==> config.mk <==
export PLATFORM = sky130hd
export DESIGN_NAME = up_core
export DESIGN_NICKNAME = d
export VERILOG_FILES = /design/src/verilog/up_dp_pkg.sv /design/src/verilog/up_isa_pkg.sv /design/src/verilog/up_controller.sv /design/src/verilog/up_core.sv /design/src/verilog/up_datapath.sv /design/src/verilog/up_regfile.sv
export VERILOG_INCLUDE_DIRS = /design/src /design/src/include
export SDC_FILE = /design/constraint.sdc
export NUM_CORES = 1
export LEC_CHECK = 0
export ABC_AREA = 0
export BUFFER_PORTS_ARGS = -buffer_cell sky130_fd_sc_hd__buf_2
export CAP_MARGIN = 20
export CORE_MARGIN = 3
export CORE_UTILIZATION = 62
export DETAILED_ROUTE_END_ITERATION = 7
export GPL_TIMING_DRIVEN = 0
export HOLD_SLACK_MARGIN = 0.05
export PLACE_DENSITY = 0.81
export SETUP_SLACK_MARGIN = 0.5
export SLEW_MARGIN = 30
export SYNTH_ARGS = -nofsm -noshare
export SYNTH_HDL_FRONTEND = slang
export SYNTH_SLANG_ARGS = --single-unit
export TNS_END_PERCENT = 5
==> constraint.sdc <==
create_clock -name clk -period 5.26 [get_ports clk]
set_input_delay 0.263 -clock clk [delete_from_list [all_inputs] [get_ports clk]]
set_output_delay 0.263 -clock clk [all_outputs]
set_load 0.02 [all_outputs]
==> src/include/up_config.svh <==
`ifndef UP_CONFIG_SVH
`define UP_CONFIG_SVH

// Data path and register width.
`define UP_DATA_W 8

// Memory address width.
`define UP_ADDR_W 8

// Boot words read straight after reset.
`define UP_BOOT_PC_ADDR 8'hFE
`define UP_BOOT_SP_ADDR 8'hFF

// Fixed interrupt handler entry.
`define UP_IRQ_VECTOR 8'hF0

`endif

==> src/verilog/up_dp_pkg.sv <==
`default_nettype none

package up_dp_pkg;

	// Micro-operation sent from the controller each cycle.
	typedef enum logic [4:0] {
		DP_NONE,
		DP_ADDR_BOOT_PC,
		DP_ADDR_BOOT_SP,
		DP_ADDR_PC,
		DP_ADDR_RS,
		DP_ADDR_SP,
		DP_LOAD_PC_MEM,	// Also addresses the boot sp word.
		DP_LOAD_SP_MEM,
		DP_LATCH_IR,
		DP_ALU,
		DP_LOAD_RD_MEM,
		DP_LOAD_RD_MEM_INC,
		DP_PC_FROM_RS,
		DP_STORE_RD,
		DP_STORE_PC,
		DP_SP_INC,
		DP_SP_DEC,
		DP_PC_VECTOR,
		DP_RETURN
	} dp_op_e;

	// Matches the low two opcode bits of the ALU instructions.
	typedef enum logic [1:0] {
		ALU_ADD = 2'd0,
		ALU_SUB = 2'd1,
		ALU_AND = 2'd2,
		ALU_XOR = 2'd3
	} alu_fn_e;

endpackage

`default_nettype wire

==> src/verilog/up_isa_pkg.sv <==
`default_nettype none

package up_isa_pkg;

	// Opcode field, instruction bits 7:4.
	typedef enum logic [3:0] {
		OP_ADD   = 4'h0,
		OP_SUB   = 4'h1,
		OP_AND   = 4'h2,
		OP_XOR   = 4'h3,
		OP_LDI   = 4'h4,	// Operand byte follows.
		OP_LD    = 4'h5,
		OP_ST    = 4'h6,
		OP_JZ    = 4'h7,
		OP_JMP   = 4'h8,
		OP_PUSH  = 4'h9,
		OP_POP   = 4'hA,
		OP_RETI  = 4'hB,
		OP_NOP   = 4'hC,
		OP_NOP_D = 4'hD,
		OP_NOP_E = 4'hE,
		OP_EI    = 4'hF	// Toggles the interrupt enable.
	} opcode_e;

	// Controller sequence, one clock per state.
	typedef enum logic [3:0] {
		BOOT_PC_ADDR = 4'h0,
		BOOT_PC_LOAD = 4'h1,
		BOOT_SP_LOAD = 4'h2,
		FETCH        = 4'h3,
		DECODE       = 4'h4,
		EXEC_1       = 4'h5,
		EXEC_2       = 4'h6,
		EXEC_3       = 4'h7,
		INT_1        = 4'h8,
		INT_2        = 4'h9,
		INT_3        = 4'hA
	} state_e;

endpackage

`default_nettype wire

==> src/verilog/up_controller.sv <==
`timescale 1ns/1ps
`default_nettype none

module up_controller (
	input  wire                 clk,
	input  wire                 nRst,
	input  wire                 irq,
	input  wire up_isa_pkg::opcode_e opcode,
	input  wire                 zero,
	output up_dp_pkg::dp_op_e   dp_op
);

	up_isa_pkg::state_e state;
	up_isa_pkg::state_e state_nxt;

	logic int_en;
	logic in_service;
	logic irq_last;
	logic irq_pending;
	logic irq_edge;
	logic int_go;

	assign irq_edge = irq & ~irq_last;

	// A request can be taken from a fresh edge or one held over.
	assign int_go = (irq_pending | irq_edge) & int_en & ~in_service;

	always_comb begin
		state_nxt = state;
		dp_op     = up_dp_pkg::DP_NONE;
		case (state)
			up_isa_pkg::BOOT_PC_ADDR: begin
				dp_op     = up_dp_pkg::DP_ADDR_BOOT_PC;
				state_nxt = up_isa_pkg::BOOT_PC_LOAD;
			end
			up_isa_pkg::BOOT_PC_LOAD: begin
				dp_op     = up_dp_pkg::DP_LOAD_PC_MEM;
				state_nxt = up_isa_pkg::BOOT_SP_LOAD;
			end
			up_isa_pkg::BOOT_SP_LOAD: begin
				dp_op     = up_dp_pkg::DP_LOAD_SP_MEM;
				state_nxt = up_isa_pkg::FETCH;
			end
			up_isa_pkg::FETCH: begin
				dp_op = up_dp_pkg::DP_ADDR_PC;
				if (int_go) begin
					state_nxt = up_isa_pkg::INT_1;	// Fetched byte is dropped.
				end else begin
					state_nxt = up_isa_pkg::DECODE;
				end
			end
			up_isa_pkg::DECODE: begin
				dp_op     = up_dp_pkg::DP_LATCH_IR;
				state_nxt = up_isa_pkg::EXEC_1;
			end
			up_isa_pkg::EXEC_1: begin
				state_nxt = up_isa_pkg::FETCH;
				case (opcode)
					up_isa_pkg::OP_ADD,
					up_isa_pkg::OP_SUB,
					up_isa_pkg::OP_AND,
					up_isa_pkg::OP_XOR: dp_op = up_dp_pkg::DP_ALU;
					up_isa_pkg::OP_LDI: begin
						dp_op     = up_dp_pkg::DP_ADDR_PC;	// Operand byte.
						state_nxt = up_isa_pkg::EXEC_2;
					end
					up_isa_pkg::OP_LD: begin
						dp_op     = up_dp_pkg::DP_ADDR_RS;
						state_nxt = up_isa_pkg::EXEC_2;
					end
					up_isa_pkg::OP_ST: dp_op = up_dp_pkg::DP_STORE_RD;
					up_isa_pkg::OP_JZ: begin
						if (zero) begin
							dp_op = up_dp_pkg::DP_PC_FROM_RS;
						end
					end
					up_isa_pkg::OP_JMP: dp_op = up_dp_pkg::DP_PC_FROM_RS;
					up_isa_pkg::OP_PUSH: begin
						dp_op     = up_dp_pkg::DP_STORE_RD;
						state_nxt = up_isa_pkg::EXEC_2;
					end
					up_isa_pkg::OP_POP,
					up_isa_pkg::OP_RETI: begin
						dp_op     = up_dp_pkg::DP_SP_INC;
						state_nxt = up_isa_pkg::EXEC_2;
					end
					default: dp_op = up_dp_pkg::DP_NONE;	// NOP and EI.
				endcase
			end
			up_isa_pkg::EXEC_2: begin
				state_nxt = up_isa_pkg::FETCH;
				case (opcode)
					up_isa_pkg::OP_LDI: dp_op = up_dp_pkg::DP_LOAD_RD_MEM_INC;
					up_isa_pkg::OP_LD: dp_op = up_dp_pkg::DP_LOAD_RD_MEM;
					up_isa_pkg::OP_PUSH: dp_op = up_dp_pkg::DP_SP_DEC;
					up_isa_pkg::OP_POP,
					up_isa_pkg::OP_RETI: begin
						dp_op     = up_dp_pkg::DP_ADDR_SP;
						state_nxt = up_isa_pkg::EXEC_3;
					end
					default: dp_op = up_dp_pkg::DP_NONE;
				endcase
			end
			up_isa_pkg::EXEC_3: begin
				state_nxt = up_isa_pkg::FETCH;
				if (opcode == up_isa_pkg::OP_RETI) begin
					dp_op = up_dp_pkg::DP_RETURN;
				end else begin
					dp_op = up_dp_pkg::DP_LOAD_RD_MEM;	// POP.
				end
			end
			up_isa_pkg::INT_1: begin
				dp_op     = up_dp_pkg::DP_STORE_PC;	// Push return address.
				state_nxt = up_isa_pkg::INT_2;
			end
			up_isa_pkg::INT_2: begin
				dp_op     = up_dp_pkg::DP_SP_DEC;
				state_nxt = up_isa_pkg::INT_3;
			end
			up_isa_pkg::INT_3: begin
				dp_op     = up_dp_pkg::DP_PC_VECTOR;
				state_nxt = up_isa_pkg::FETCH;
			end
			default: state_nxt = up_isa_pkg::BOOT_PC_ADDR;
		endcase
	end

	always_ff @(posedge clk or negedge nRst) begin
		if (!nRst) begin
			state       <= up_isa_pkg::BOOT_PC_ADDR;
			int_en      <= 1'b0;
			in_service  <= 1'b0;
			irq_last    <= 1'b0;
			irq_pending <= 1'b0;
		end else begin
			state    <= state_nxt;
			irq_last <= irq;

			// Edges only count while enabled; held until a FETCH can take them.
			if (state == up_isa_pkg::FETCH && int_go) begin
				in_service  <= 1'b1;
				irq_pending <= 1'b0;
			end else if (irq_edge && int_en) begin
				irq_pending <= 1'b1;
			end

			if (state == up_isa_pkg::EXEC_1) begin
				if (opcode == up_isa_pkg::OP_RETI) begin
					in_service <= 1'b0;
				end
				if (opcode == up_isa_pkg::OP_EI) begin
					int_en <= ~int_en;
					if (int_en) begin
						irq_pending <= 1'b0;	// Disabling drops a held request.
					end
				end
			end
		end
	end

	a_state_legal: assert property (@(posedge clk) disable iff (!nRst)
		state inside {up_isa_pkg::BOOT_PC_ADDR, up_isa_pkg::BOOT_PC_LOAD,
			up_isa_pkg::BOOT_SP_LOAD, up_isa_pkg::FETCH, up_isa_pkg::DECODE,
			up_isa_pkg::EXEC_1, up_isa_pkg::EXEC_2, up_isa_pkg::EXEC_3,
			up_isa_pkg::INT_1, up_isa_pkg::INT_2, up_isa_pkg::INT_3});

	// No nesting: a held request waits for RETI.
	a_no_nested_int: assert property (@(posedge clk) disable iff (!nRst)
		(state == up_isa_pkg::FETCH && irq_pending && in_service)
		|=> (state != up_isa_pkg::INT_1));

endmodule

`default_nettype wire

==> src/verilog/up_core.sv <==
`timescale 1ns/1ps
`default_nettype none

`include "up_config.svh"

module up_core (
	input  wire                   clk,
	input  wire                   nRst,
	input  wire                   irq,
	input  wire [`UP_DATA_W-1:0]  mem_rdata,
	output logic [`UP_ADDR_W-1:0] mem_addr,
	output logic [`UP_DATA_W-1:0] mem_wdata,
	output logic                  ale,
	output logic                  mem_we
);

	up_dp_pkg::dp_op_e     dp_op;
	up_isa_pkg::opcode_e   opcode;
	logic                  zero;
	logic [1:0]            rd_idx;
	logic [1:0]            rs_idx;
	logic                  rf_we;
	logic [`UP_DATA_W-1:0] rf_wdata;
	logic [`UP_DATA_W-1:0] rd_data;
	logic [`UP_DATA_W-1:0] rs_data;

	up_controller up_controller_inst (
		.clk    (clk),
		.nRst   (nRst),
		.irq    (irq),
		.opcode (opcode),
		.zero   (zero),
		.dp_op  (dp_op)
	);

	up_datapath up_datapath_inst (
		.clk       (clk),
		.nRst      (nRst),
		.dp_op     (dp_op),
		.mem_rdata (mem_rdata),
		.rd_data   (rd_data),
		.rs_data   (rs_data),
		.opcode    (opcode),
		.zero      (zero),
		.rd_idx    (rd_idx),
		.rs_idx    (rs_idx),
		.rf_we     (rf_we),
		.rf_wdata  (rf_wdata),
		.mem_addr  (mem_addr),
		.mem_wdata (mem_wdata),
		.ale       (ale),
		.mem_we    (mem_we)
	);

	up_regfile up_regfile_inst (
		.clk     (clk),
		.nRst    (nRst),
		.rd_idx  (rd_idx),
		.rs_idx  (rs_idx),
		.we      (rf_we),
		.wdata   (rf_wdata),
		.rd_data (rd_data),
		.rs_data (rs_data)
	);

endmodule

`default_nettype wire

==> src/verilog/up_datapath.sv <==
`timescale 1ns/1ps
`default_nettype none

`include "up_config.svh"

module up_datapath (
	input  wire                    clk,
	input  wire                    nRst,
	input  wire up_dp_pkg::dp_op_e dp_op,
	input  wire [`UP_DATA_W-1:0]   mem_rdata,
	input  wire [`UP_DATA_W-1:0]   rd_data,
	input  wire [`UP_DATA_W-1:0]   rs_data,
	output up_isa_pkg::opcode_e    opcode,
	output logic                   zero,
	output logic [1:0]             rd_idx,
	output logic [1:0]             rs_idx,
	output logic                   rf_we,
	output logic [`UP_DATA_W-1:0]  rf_wdata,
	output logic [`UP_ADDR_W-1:0]  mem_addr,
	output logic [`UP_DATA_W-1:0]  mem_wdata,
	output logic                   ale,
	output logic                   mem_we
);

	logic [`UP_ADDR_W-1:0] pc;
	logic [`UP_ADDR_W-1:0] sp;
	logic [`UP_DATA_W-1:0] ir;
	logic [`UP_DATA_W-1:0] alu_y;
	up_dp_pkg::alu_fn_e    alu_fn;

	assign opcode = up_isa_pkg::opcode_e'(ir[7:4]);
	assign rd_idx = ir[3:2];
	assign rs_idx = ir[1:0];
	assign alu_fn = up_dp_pkg::alu_fn_e'(ir[5:4]);

	always_comb begin
		case (alu_fn)
			up_dp_pkg::ALU_ADD: alu_y = rd_data + rs_data;
			up_dp_pkg::ALU_SUB: alu_y = rd_data - rs_data;
			up_dp_pkg::ALU_AND: alu_y = rd_data & rs_data;
			up_dp_pkg::ALU_XOR: alu_y = rd_data ^ rs_data;
		endcase
	end

	// Address, strobes and register bank write.
	always_comb begin
		mem_addr  = pc;
		mem_wdata = rd_data;
		ale       = 1'b0;
		mem_we    = 1'b0;
		rf_we     = 1'b0;
		rf_wdata  = alu_y;
		case (dp_op)
			up_dp_pkg::DP_ADDR_BOOT_PC: begin
				mem_addr = `UP_BOOT_PC_ADDR;
				ale      = 1'b1;
			end
			up_dp_pkg::DP_ADDR_BOOT_SP,
			up_dp_pkg::DP_LOAD_PC_MEM: begin
				mem_addr = `UP_BOOT_SP_ADDR;
				ale      = 1'b1;
			end
			up_dp_pkg::DP_ADDR_PC: ale = 1'b1;
			up_dp_pkg::DP_ADDR_RS: begin
				mem_addr = rs_data;
				ale      = 1'b1;
			end
			up_dp_pkg::DP_ADDR_SP: begin
				mem_addr = sp;
				ale      = 1'b1;
			end
			up_dp_pkg::DP_ALU: rf_we = 1'b1;
			up_dp_pkg::DP_LOAD_RD_MEM,
			up_dp_pkg::DP_LOAD_RD_MEM_INC: begin
				rf_we    = 1'b1;
				rf_wdata = mem_rdata;
			end
			up_dp_pkg::DP_STORE_RD: begin
				// PUSH stores at sp, ST at the address in rs.
				mem_addr = (opcode == up_isa_pkg::OP_PUSH) ? sp : rs_data;
				mem_we   = 1'b1;
			end
			up_dp_pkg::DP_STORE_PC: begin
				mem_addr  = sp;
				mem_wdata = pc;
				mem_we    = 1'b1;
			end
			default: ;
		endcase
	end

	always_ff @(posedge clk or negedge nRst) begin
		if (!nRst) begin
			pc   <= '0;
			sp   <= '0;
			ir   <= '0;
			zero <= 1'b0;
		end else begin
			case (dp_op)
				up_dp_pkg::DP_LOAD_PC_MEM,
				up_dp_pkg::DP_RETURN: pc <= mem_rdata;
				up_dp_pkg::DP_LOAD_SP_MEM: sp <= mem_rdata;
				up_dp_pkg::DP_LATCH_IR: begin
					ir <= mem_rdata;
					pc <= pc + 1'b1;
				end
				up_dp_pkg::DP_ALU: zero <= (alu_y == '0);
				up_dp_pkg::DP_LOAD_RD_MEM_INC: pc <= pc + 1'b1;	// Skip LDI operand.
				up_dp_pkg::DP_PC_FROM_RS: pc <= rs_data;
				up_dp_pkg::DP_SP_INC: sp <= sp + 1'b1;
				up_dp_pkg::DP_SP_DEC: sp <= sp - 1'b1;
				up_dp_pkg::DP_PC_VECTOR: pc <= `UP_IRQ_VECTOR;
				default: ;
			endcase
		end
	end

	a_strobe_excl: assert property (@(posedge clk) disable iff (!nRst)
		!(ale && mem_we));

endmodule

`default_nettype wire

==> src/verilog/up_regfile.sv <==
`timescale 1ns/1ps
`default_nettype none

`include "up_config.svh"

module up_regfile (
	input  wire                   clk,
	input  wire                   nRst,
	input  wire [1:0]             rd_idx,
	input  wire [1:0]             rs_idx,
	input  wire                   we,
	input  wire [`UP_DATA_W-1:0]  wdata,
	output logic [`UP_DATA_W-1:0] rd_data,
	output logic [`UP_DATA_W-1:0] rs_data
);

	logic [`UP_DATA_W-1:0] regs [4];	// r0 to r3.

	always_ff @(posedge clk or negedge nRst) begin
		if (!nRst) begin
			for (int i = 0; i < 4; i++) begin
				regs[i] <= '0;
			end
		end else if (we) begin
			regs[rd_idx] <= wdata;
		end
	end

	// Both read ports are combinational.
	assign rd_data = regs[rd_idx];
	assign rs_data = regs[rs_idx];

	a_we_idx_known: assert property (@(posedge clk) disable iff (!nRst)
		we |-> !$isunknown(rd_idx));

endmodule

`default_nettype wire
* After elaboration in Yosys (flattened, before gate mapping)
Cells that the tools add are included.
** Cells by class
- Eq/ne operators :: 43
- Add/sub/neg operators :: 5
- Muxes and demuxes :: 36
- Reductions and logical operators :: 23
- Order comparisons :: 3
- Bitwise operators :: 11
** Operators by type and width (number)
- 8-bit 2-to-1 mux :: 8
- 8-bit case mux with 4 select lines :: 2
- 5-bit case mux with 11 select lines :: 1
- 5-bit by 4-bit equality test with 1-bit output (second input constant) :: 8
- 8-bit case mux with 5 select lines :: 1
- 4-bit case mux with 9 select lines :: 1
- 5-bit case mux with 7 select lines :: 1
- 8-bit binary-select mux with 2-bit select :: 2
- 32-bit bitwise mux :: 1
- 4-bit by 3-bit equality test with 1-bit output (second input constant) :: 8
- 4-bit equality test (second input constant) :: 8
- 8-bit case mux with 3 select lines :: 1
- 5-bit by 3-bit equality test with 1-bit output (second input constant) :: 4
- 5-bit case mux with 4 select lines :: 1
- 8-bit by 1-bit adder with 8-bit output (second input constant) :: 2
- 8-bit demux with 2-bit select :: 1
- 4-bit by 2-bit equality test with 1-bit output (second input constant) :: 4
- 2-bit OR reduction :: 8
- 5-bit equality test (second input constant) :: 3
- 1-bit 2-to-1 mux :: 11
- 5-bit by 2-bit equality test with 1-bit output (second input constant) :: 2
- 8-bit adder :: 1
- 8-bit bitwise AND :: 1
- 4-bit by 1-bit equality test with 1-bit output (second input constant) :: 2
- 26 further kinds :: 39
** Storage, ports and cells
- Bits in registers :: 65
- Input bits :: 11
- Word-level logic and storage cells :: 134
- Output and inout bits :: 18

* Logic depth before layout (Yosys ltp)
Gate-level depths: netlist of run 1.
- Word-level depth :: 10
- Mapped depth :: 16
- Mapped depth without buffers :: 14

* By module
From an unflattened synthesis of run 1, not the netlist that was laid out.
** Unflattened totals
- Cell total of the unflattened synthesis :: 520
- Area total of the unflattened synthesis :: 5116.2 µm²
** Modules (own cells, without submodules)
- up_datapath :: cells an instance 351, sequential area each 625.6 µm², instances 1, area an instance 2846.5 µm²
- up_regfile :: cells an instance 88, sequential area each 800.8 µm², instances 1, area an instance 1607.8 µm²
- up_controller :: cells an instance 81, sequential area each 200.2 µm², instances 1, area an instance 661.9 µm²

* Worst setup path before layout of run 1
OpenSTA, ideal clock, no wires.
- Path kind :: reg-to-reg
- From :: register up_datapath_inst.ir[0]
- To :: register up_regfile_inst.regs[31] (netlist bit)
- Data arrival time :: 3.610 ns
- Data required time :: 5.195 ns
- Period minus slack after synthesis :: 3.675 ns
- Path buffers :: 1
- Setup slack :: 1.585 ns
- Cell stages (with the launch flop) :: 16
- Cell sequence :: dfrtp_1 > buf_2 > mux4_2 > inv_1 > ha_1 > nor3b_1 > nor2_1 > xnor2_1 > ha_1 > and2_1 > a221oi_1 > a31oi_1 > or3_1 > a21o_1 > a41oi_1 > mux2_2
** On the way
- Longest elaborated chain between the ends :: 8
** RTL lines
- from (decl) :: line up_datapath.sv:27 : logic [`UP_DATA_W-1:0] ir;
- from (signal assigned) :: line up_datapath.sv:104 : ir <= mem_rdata;
- 2-bit NOT with 3-bit output (not written as such) (*) :: line up_regfile.sv:31 : assign rs_data = regs[rs_idx];
- 8-bit binary-select mux with 2-bit select (*) :: line up_regfile.sv:31
- 8-bit 2-to-1 mux (not written as such) (*) (2 in series) :: line up_regfile.sv:31
- 8-bit subtractor (tied with other cells) :: line up_datapath.sv:39 : up_dp_pkg::ALU_SUB: alu_y = rd_data - rs_data;
- 8-bit case mux with 4 select lines (*) :: line up_datapath.sv:37 : case (alu_fn)
- 8-bit 2-to-1 mux (*) :: line up_datapath.sv:53 : case (dp_op)
- 32-bit bitwise mux (*) :: line up_regfile.sv:25 : regs[rd_idx] <= wdata;
- to (signal, indexed assignment) :: line up_regfile.sv:25
- to (decl) :: line up_regfile.sv:17 : logic [`UP_DATA_W-1:0] regs [4];
Mark *: on every way between the ends. The rest lies on a longest branch, timed or not. The select of a mux whose other input is x is not followed.
A chain may end at the register's enable or synchronous reset.

* Worst setup path in the final report of run 1
- From :: register up_datapath_inst.ir[1]
- To :: register up_regfile_inst.regs[23] (netlist bit)
Same word-level chain as after synthesis.

==> metrics, run 1 <==
Synth Warn # 0; Worst Path Arrival 4.76 ns; post-synthesis area per instance 9.72 µm²; vias in the first global route 4598; Synth area leaders dfrtp_1 32%, mux2_2 8.7%, mux4_2 7.0%; post-synthesis net count 566; # fillers 612; Hold Path End up_datapath_inst.ir[5]; CTS tree done; area occupied by multi-input gates 0.00336 mm²; CP Launch Type flop; DRC marker count from the first detailed-route iteration 451; Worst-Margin Slew 0.886 ns; Worst-Skew Late Latency 0.36 ns; share of cells above drive strength 1 23.4%; initial antenna violation count 0; setup violators final 0; sequential element share of the synthesized area 31.6%; FF/Latch Area 0.00163 mm²; area grow syn2layout 9.71%; CORE AREA 0.00789 mm²; largest net degree at the start of global routing 42; synth unique cells 72; min cycle time layout 4.45 ns; most common cell in the netlist dfrtp_1; status completed; HPWL after DPL 11000 µm; Via Count 4732; R2R Path Start up_datapath_inst.ir[1]; CP required 5.56 ns; Remaining DRCs 0; max-cap viol count 0; grt total ovfl 0; Synth Flop Type dfrtp_1; Die ar. 0.00944 mm²; global-route wire length before repair 23600 µm; DR WL/cell 21.4 µm; Crit. End Element flop; critical path fanouts, max 9; relative slew slack 40.6%; clk sinks 65; Reg2Reg Setup Slack 0.81 ns; IO Pins 29; Placer Congestion 1.02; ys async rst share 100%; number of synthesized flops with an enable pin 0; CTS Root Cell clkbuf_8; initial core utilization 65.3%; hold depth 3; top cells by count, synth 65 x dfrtp_1, 44 x nor2_1, 40 x mux2_2; Layout Nets 609; drt first pass iters 6; Final Slew Violations 0; HP Class in -> reg; Num CTS Buffers 9; port bufs 28; Antenna Cells 0; Fin. Hold Viols 0; Setup TNS Final 0 ns; fin crit share 84.6%; gr usage total 31.3%; die height 97.2 µm; most area-hungry cell type in the Yosys netlist dfrtp_1; pre-CTS setup slack 0.906 ns; FMAX 225 MHz; Vias/cell 6.96; clk buf depth 2; Row Count 32; share of the synthesized area in the top cell type 31.6%; worst hold start mem_rdata[5]; RR Endpoint up_regfile_inst.regs[23]; worst r2r path cells 15; post-cts sizing count 0; clock-pin slew on the worst setup and hold paths 0.09 ns; Mapped Cells 530; Die W 97.2 µm; Worst Skew 0.0198 ns; RSZ-0062 raised after global routing no; setup ws final 0.809 ns; routed wire length 14600 µm; critical path type reg -> reg; FF+latch count, synth 65; Routed Antenna Nets 0; Post-Syn Area 0.00515 mm²; # H-tree levels 3
critical path: stages (launching register included):
cell and delay (ns):
dfrtp_1 0.33, clkbuf_1 0.47, mux4_2 0.49, inv_1 0.11
ha_1 0.20, nor3b_1 0.21, nor2_1 0.08, xnor2_1 0.14
ha_1 0.33, and2_1 0.18, a221oi_1 0.36, a31oi_1 0.15
or3_1 0.38, a21o_1 0.18, a41oi_1 0.52, mux2_2 0.28
sequential cells by signal (all words and copies together), names as in the netlist:
| register | cells |
|---|---|
| up_datapath_inst.ir | 8 |
| up_regfile_inst.regs | 32 |
| up_datapath_inst.pc | 8 |
| up_controller_inst.irq_last | 1 |
| up_controller_inst.state | 4 |
| up_datapath_inst.zero | 1 |
| up_controller_inst.int_en | 1 |
| up_datapath_inst.sp | 8 |
| up_controller_inst.irq_pending | 1 |
| up_controller_inst.in_service | 1 |
worst max-delay path by stage:
stage / from / end / slack, ns / depth (start not counted)
2_1_floorplan: up_datapath_inst.ir[0] / up_regfile_inst.regs[31] / 1.59 / 15
3_3_place_gp: up_datapath_inst.ir[0] / up_regfile_inst.regs[31] / 0.97 / 15
3_5_place_dp: up_datapath_inst.ir[0] / up_regfile_inst.regs[23] / 0.91 / 15
4_1_cts: up_datapath_inst.ir[0] / up_regfile_inst.regs[31] / 0.89 / 15
5_1_grt: up_datapath_inst.ir[0] / up_regfile_inst.regs[31] / 0.61 / 15
6_report: up_datapath_inst.ir[1] / up_regfile_inst.regs[23] / 0.81 / 15
routing by layer:
layer  part of all wire [%]  track usage (%)
met4                    4.7             16.7
met3                    8.4             6.25
met5                      0                0
met1                     40             39.6
met2                     47             50.6
cells by family (layout without fill, tap and decap cells):
group / Yosys count / in the layout / share of synthesized area [%]
fa+ha+maj: 25 / 25 / 6.36
mux: 68 / 68 / 18.3
buf+inv: 40 / 88 / 3.38
flops: 65 / 65 / 31.6
simple gates: 161 / 161 / 16.4
compound gates: 150 / 150 / 20.4
xor+xnor: 21 / 21 / 3.57
area by class of cell:
type / instances / share of cell area (%)
Sequential cell: 65 / 28.8
Tap cell: 102 / 2.26
Multi-Input combinational cell: 425 / 59.4
Inverter: 13 / 0.863
Clock buffer: 10 / 2.43
Timing Repair Buffer: 32 / 3.32
Clock inverter: 6 / 0.753
Buffer: 27 / 2.21
layout by cell type, fill, tap and decap left out, types with 11 or more instances in the layout:
cell type	count
ha_1	23
nand2_1	33
mux4_2	16
mux2_2	40
o21ai_0	33
a21oi_1	28
nor3_1	11
xnor2_1	11
a22oi_1	16
inv_1	13
nand3_1	15
dfrtp_1	65
nand2b_1	13
buf_2	37
nor2_1	44
nor2b_1	12
repair_timing:
action                                 4_1_cts  5_1_grt
endpoints found under the hold margin       25        0
buffers inserted                             0        0
hold buffers                                 2        0
stage by stage:
stage          hold slack (ns)  cells  instance area (µm²)  util, %
6_report                 0.242    680                 5650     71.7
3_3_place_gp             0.383    660                 5420     68.7
4_1_cts                  0.231    679                 5650     71.6
3_5_place_dp             0.197    661                 5450     69.1
2_1_floorplan          -0.0326    530                 5150        -
5_1_grt                  0.258    680                 5650     71.7
Power of run 1 is not shown: default switching activity piles up to over one toggle a cycle in this logic, so the estimate is an artifact.
==> inputs of run 2 (changes only) <==
clock period = 4.5 ns   (was 5.26 ns; I/O delays follow)
==> run 2 against run 1 <==
Die area did not move; fmax up 15%; via count fell by 1.2%; critical path type unchanged; critical endpoint unchanged; largest cell class unchanged.
==> metrics, run 2 (synthesis gave the netlist of run 1 again) <==
# H-tree levels 3 (unchanged); Vias/cell 6.80 (-2.3%); Reg with most FFs up_regfile_inst.regs; max-cap viol count 0 (unchanged); min cycle time layout 3.86 ns (-0.588 ns); fin crit share 85.8% (+1.2 points); HP Class in -> reg; CP required 4.80 ns (-0.76 ns); Crit. End Element flop; FMAX 259 MHz (+15%); Via Count 4677 (-1.2%); share of cells above drive strength 1 25.6% (+2.2 points); die height 97.2 µm (unchanged); Layout Nets 617 (+1.3%); initial core utilization 65.3% (unchanged); area grow syn2layout 12.1%; CORE AREA 0.00789 mm² (unchanged); relative slew slack 41.9% (+1.3 points); commonest non-fill, non-tap cell in the layout dfrtp_1; Worst Skew 0.0164 ns (-0.00340 ns); clk buf depth 2 (unchanged); IO Pins 29 (unchanged); pre-CTS setup slack 0.146 ns (-0.760 ns); Num CTS Buffers 9 (unchanged); port bufs 28 (unchanged); HPWL after DPL 11000 µm (unchanged); Placer Congestion 1.02 (unchanged); commonest cells after routing, fill and taps aside 65 x dfrtp_1, 44 x nor2_1, 39 x mux2_2; vias in the first global route 4633 (+0.76%); CP Launch Type flop; DR WL/cell 21.4 µm (-0.33%); Row Count 32 (unchanged); critical path type reg -> reg; setup violators final 0 (unchanged); Routed Antenna Nets 0 (unchanged); CTS Root Cell clkbuf_8; status completed; Remaining DRCs 0 (unchanged); CTS tree done; drt first pass iters 6 (unchanged); Worst-Skew Late Latency 0.36 ns (about the same); DRC marker count from the first detailed-route iteration 480 (+6.4%); global-route wire length before repair 23800 µm (+0.61%); routed wire length 14700 µm (+0.84%); Final Slew Violations 0 (unchanged); critical path fanouts, max 8 (-1); Antenna Cells 0 (unchanged); largest net degree at the start of global routing 42 (unchanged); Fin. Hold Viols 0 (unchanged); Final Util 73.2% (+1.6 points); max reg flops 32 (unchanged); RSZ-0062 raised after global routing yes; clk sinks 65 (unchanged); clock-pin slew on the worst setup and hold paths 0.09 ns (about the same); grt total ovfl 0 (unchanged); Die ar. 0.00944 mm² (unchanged); gr usage total 31.5% (+0.23 points); Worst-Margin Slew 0.866 ns (-0.0199 ns); Die W 97.2 µm (unchanged); setup ws final 0.637 ns (-0.172 ns); Worst Path Arrival 4.16 ns (-0.60 ns); Setup TNS Final 0 ns (unchanged); initial antenna violation count 0 (unchanged)
==> run 2: path summary, 6_finish.rpt <==
path                                         startpoint                       end  slack [ns]  cells after the start
max in group asynchronous                          nRst  up_regfile_inst.regs[25]        3.64                      3
worst min-delay path                       mem_rdata[5]    up_datapath_inst.ir[5]        0.22                      3
min in group asynchronous                          nRst    up_datapath_inst.sp[5]        0.31                      2
worst max register to register   up_datapath_inst.ir[0]  up_regfile_inst.regs[23]        0.64                     15
worst max-delay path             up_datapath_inst.ir[0]  up_regfile_inst.regs[23]        0.64                     15
worst min register to register  up_regfile_inst.regs[1]   up_regfile_inst.regs[1]        0.51                      2
==> run 2: repair_timing <==
item,in CTS,in global routing
gates resized for setup,5,11
setup endpoints to repair,5,13
setup buffers,4,4
hold buffers,2,0
hold endpoints to repair,25,0
pin swaps,0,3
==> run 2: worst max-delay path: stages (launching register included) <==
cell	delay, ns
dfrtp_1	0.37
buf_8	0.14
mux4_2	0.56
inv_1	0.11
ha_1	0.19
nor3b_2	0.18
nor2_1	0.07
xnor2_1	0.14
ha_1	0.33
and2_1	0.19
a221oi_2	0.27
a31oi_1	0.15
or3_4	0.36
a21o_1	0.19
a41oi_4	0.32
mux2_2	0.22
==> run 2: layout make-up <==
cell class	instances	area, µm²
plain buffers	27	139
clock buffers	10	138
clock inverters	6	42.5
fillers	597	2110
inverters	13	48.8
multi-input cells	425	3410
flip-flops and latches	65	1630
well taps	102	128
repair buffers	40	248
==> run 2: through the flow <==
| step | hold slack, ns | cells | cell area, µm² |
|---|---|---|---|
| after global placement | 0.345 | 660 | 5420 |
| after detailed placement | 0.159 | 661 | 5450 |
| after floorplan | -0.0706 | 530 | 5150 |
| after global routing | 0.223 | 688 | 5780 |
| final | 0.220 | 688 | 5780 |
| after CTS | 0.193 | 683 | 5710 |
==> run 2: layer usage <==
layer  global-route usage, %  vias to the layer above  share of wire, %
li1                        -                     2122                 -
met1                    40.0                     2263                40
met2                    50.6                      236                48
met3                    6.32                       56               7.6
met4                    17.3                        0               4.5
met5                       0                        -                 0
Power of run 2 is left out for the same reason.
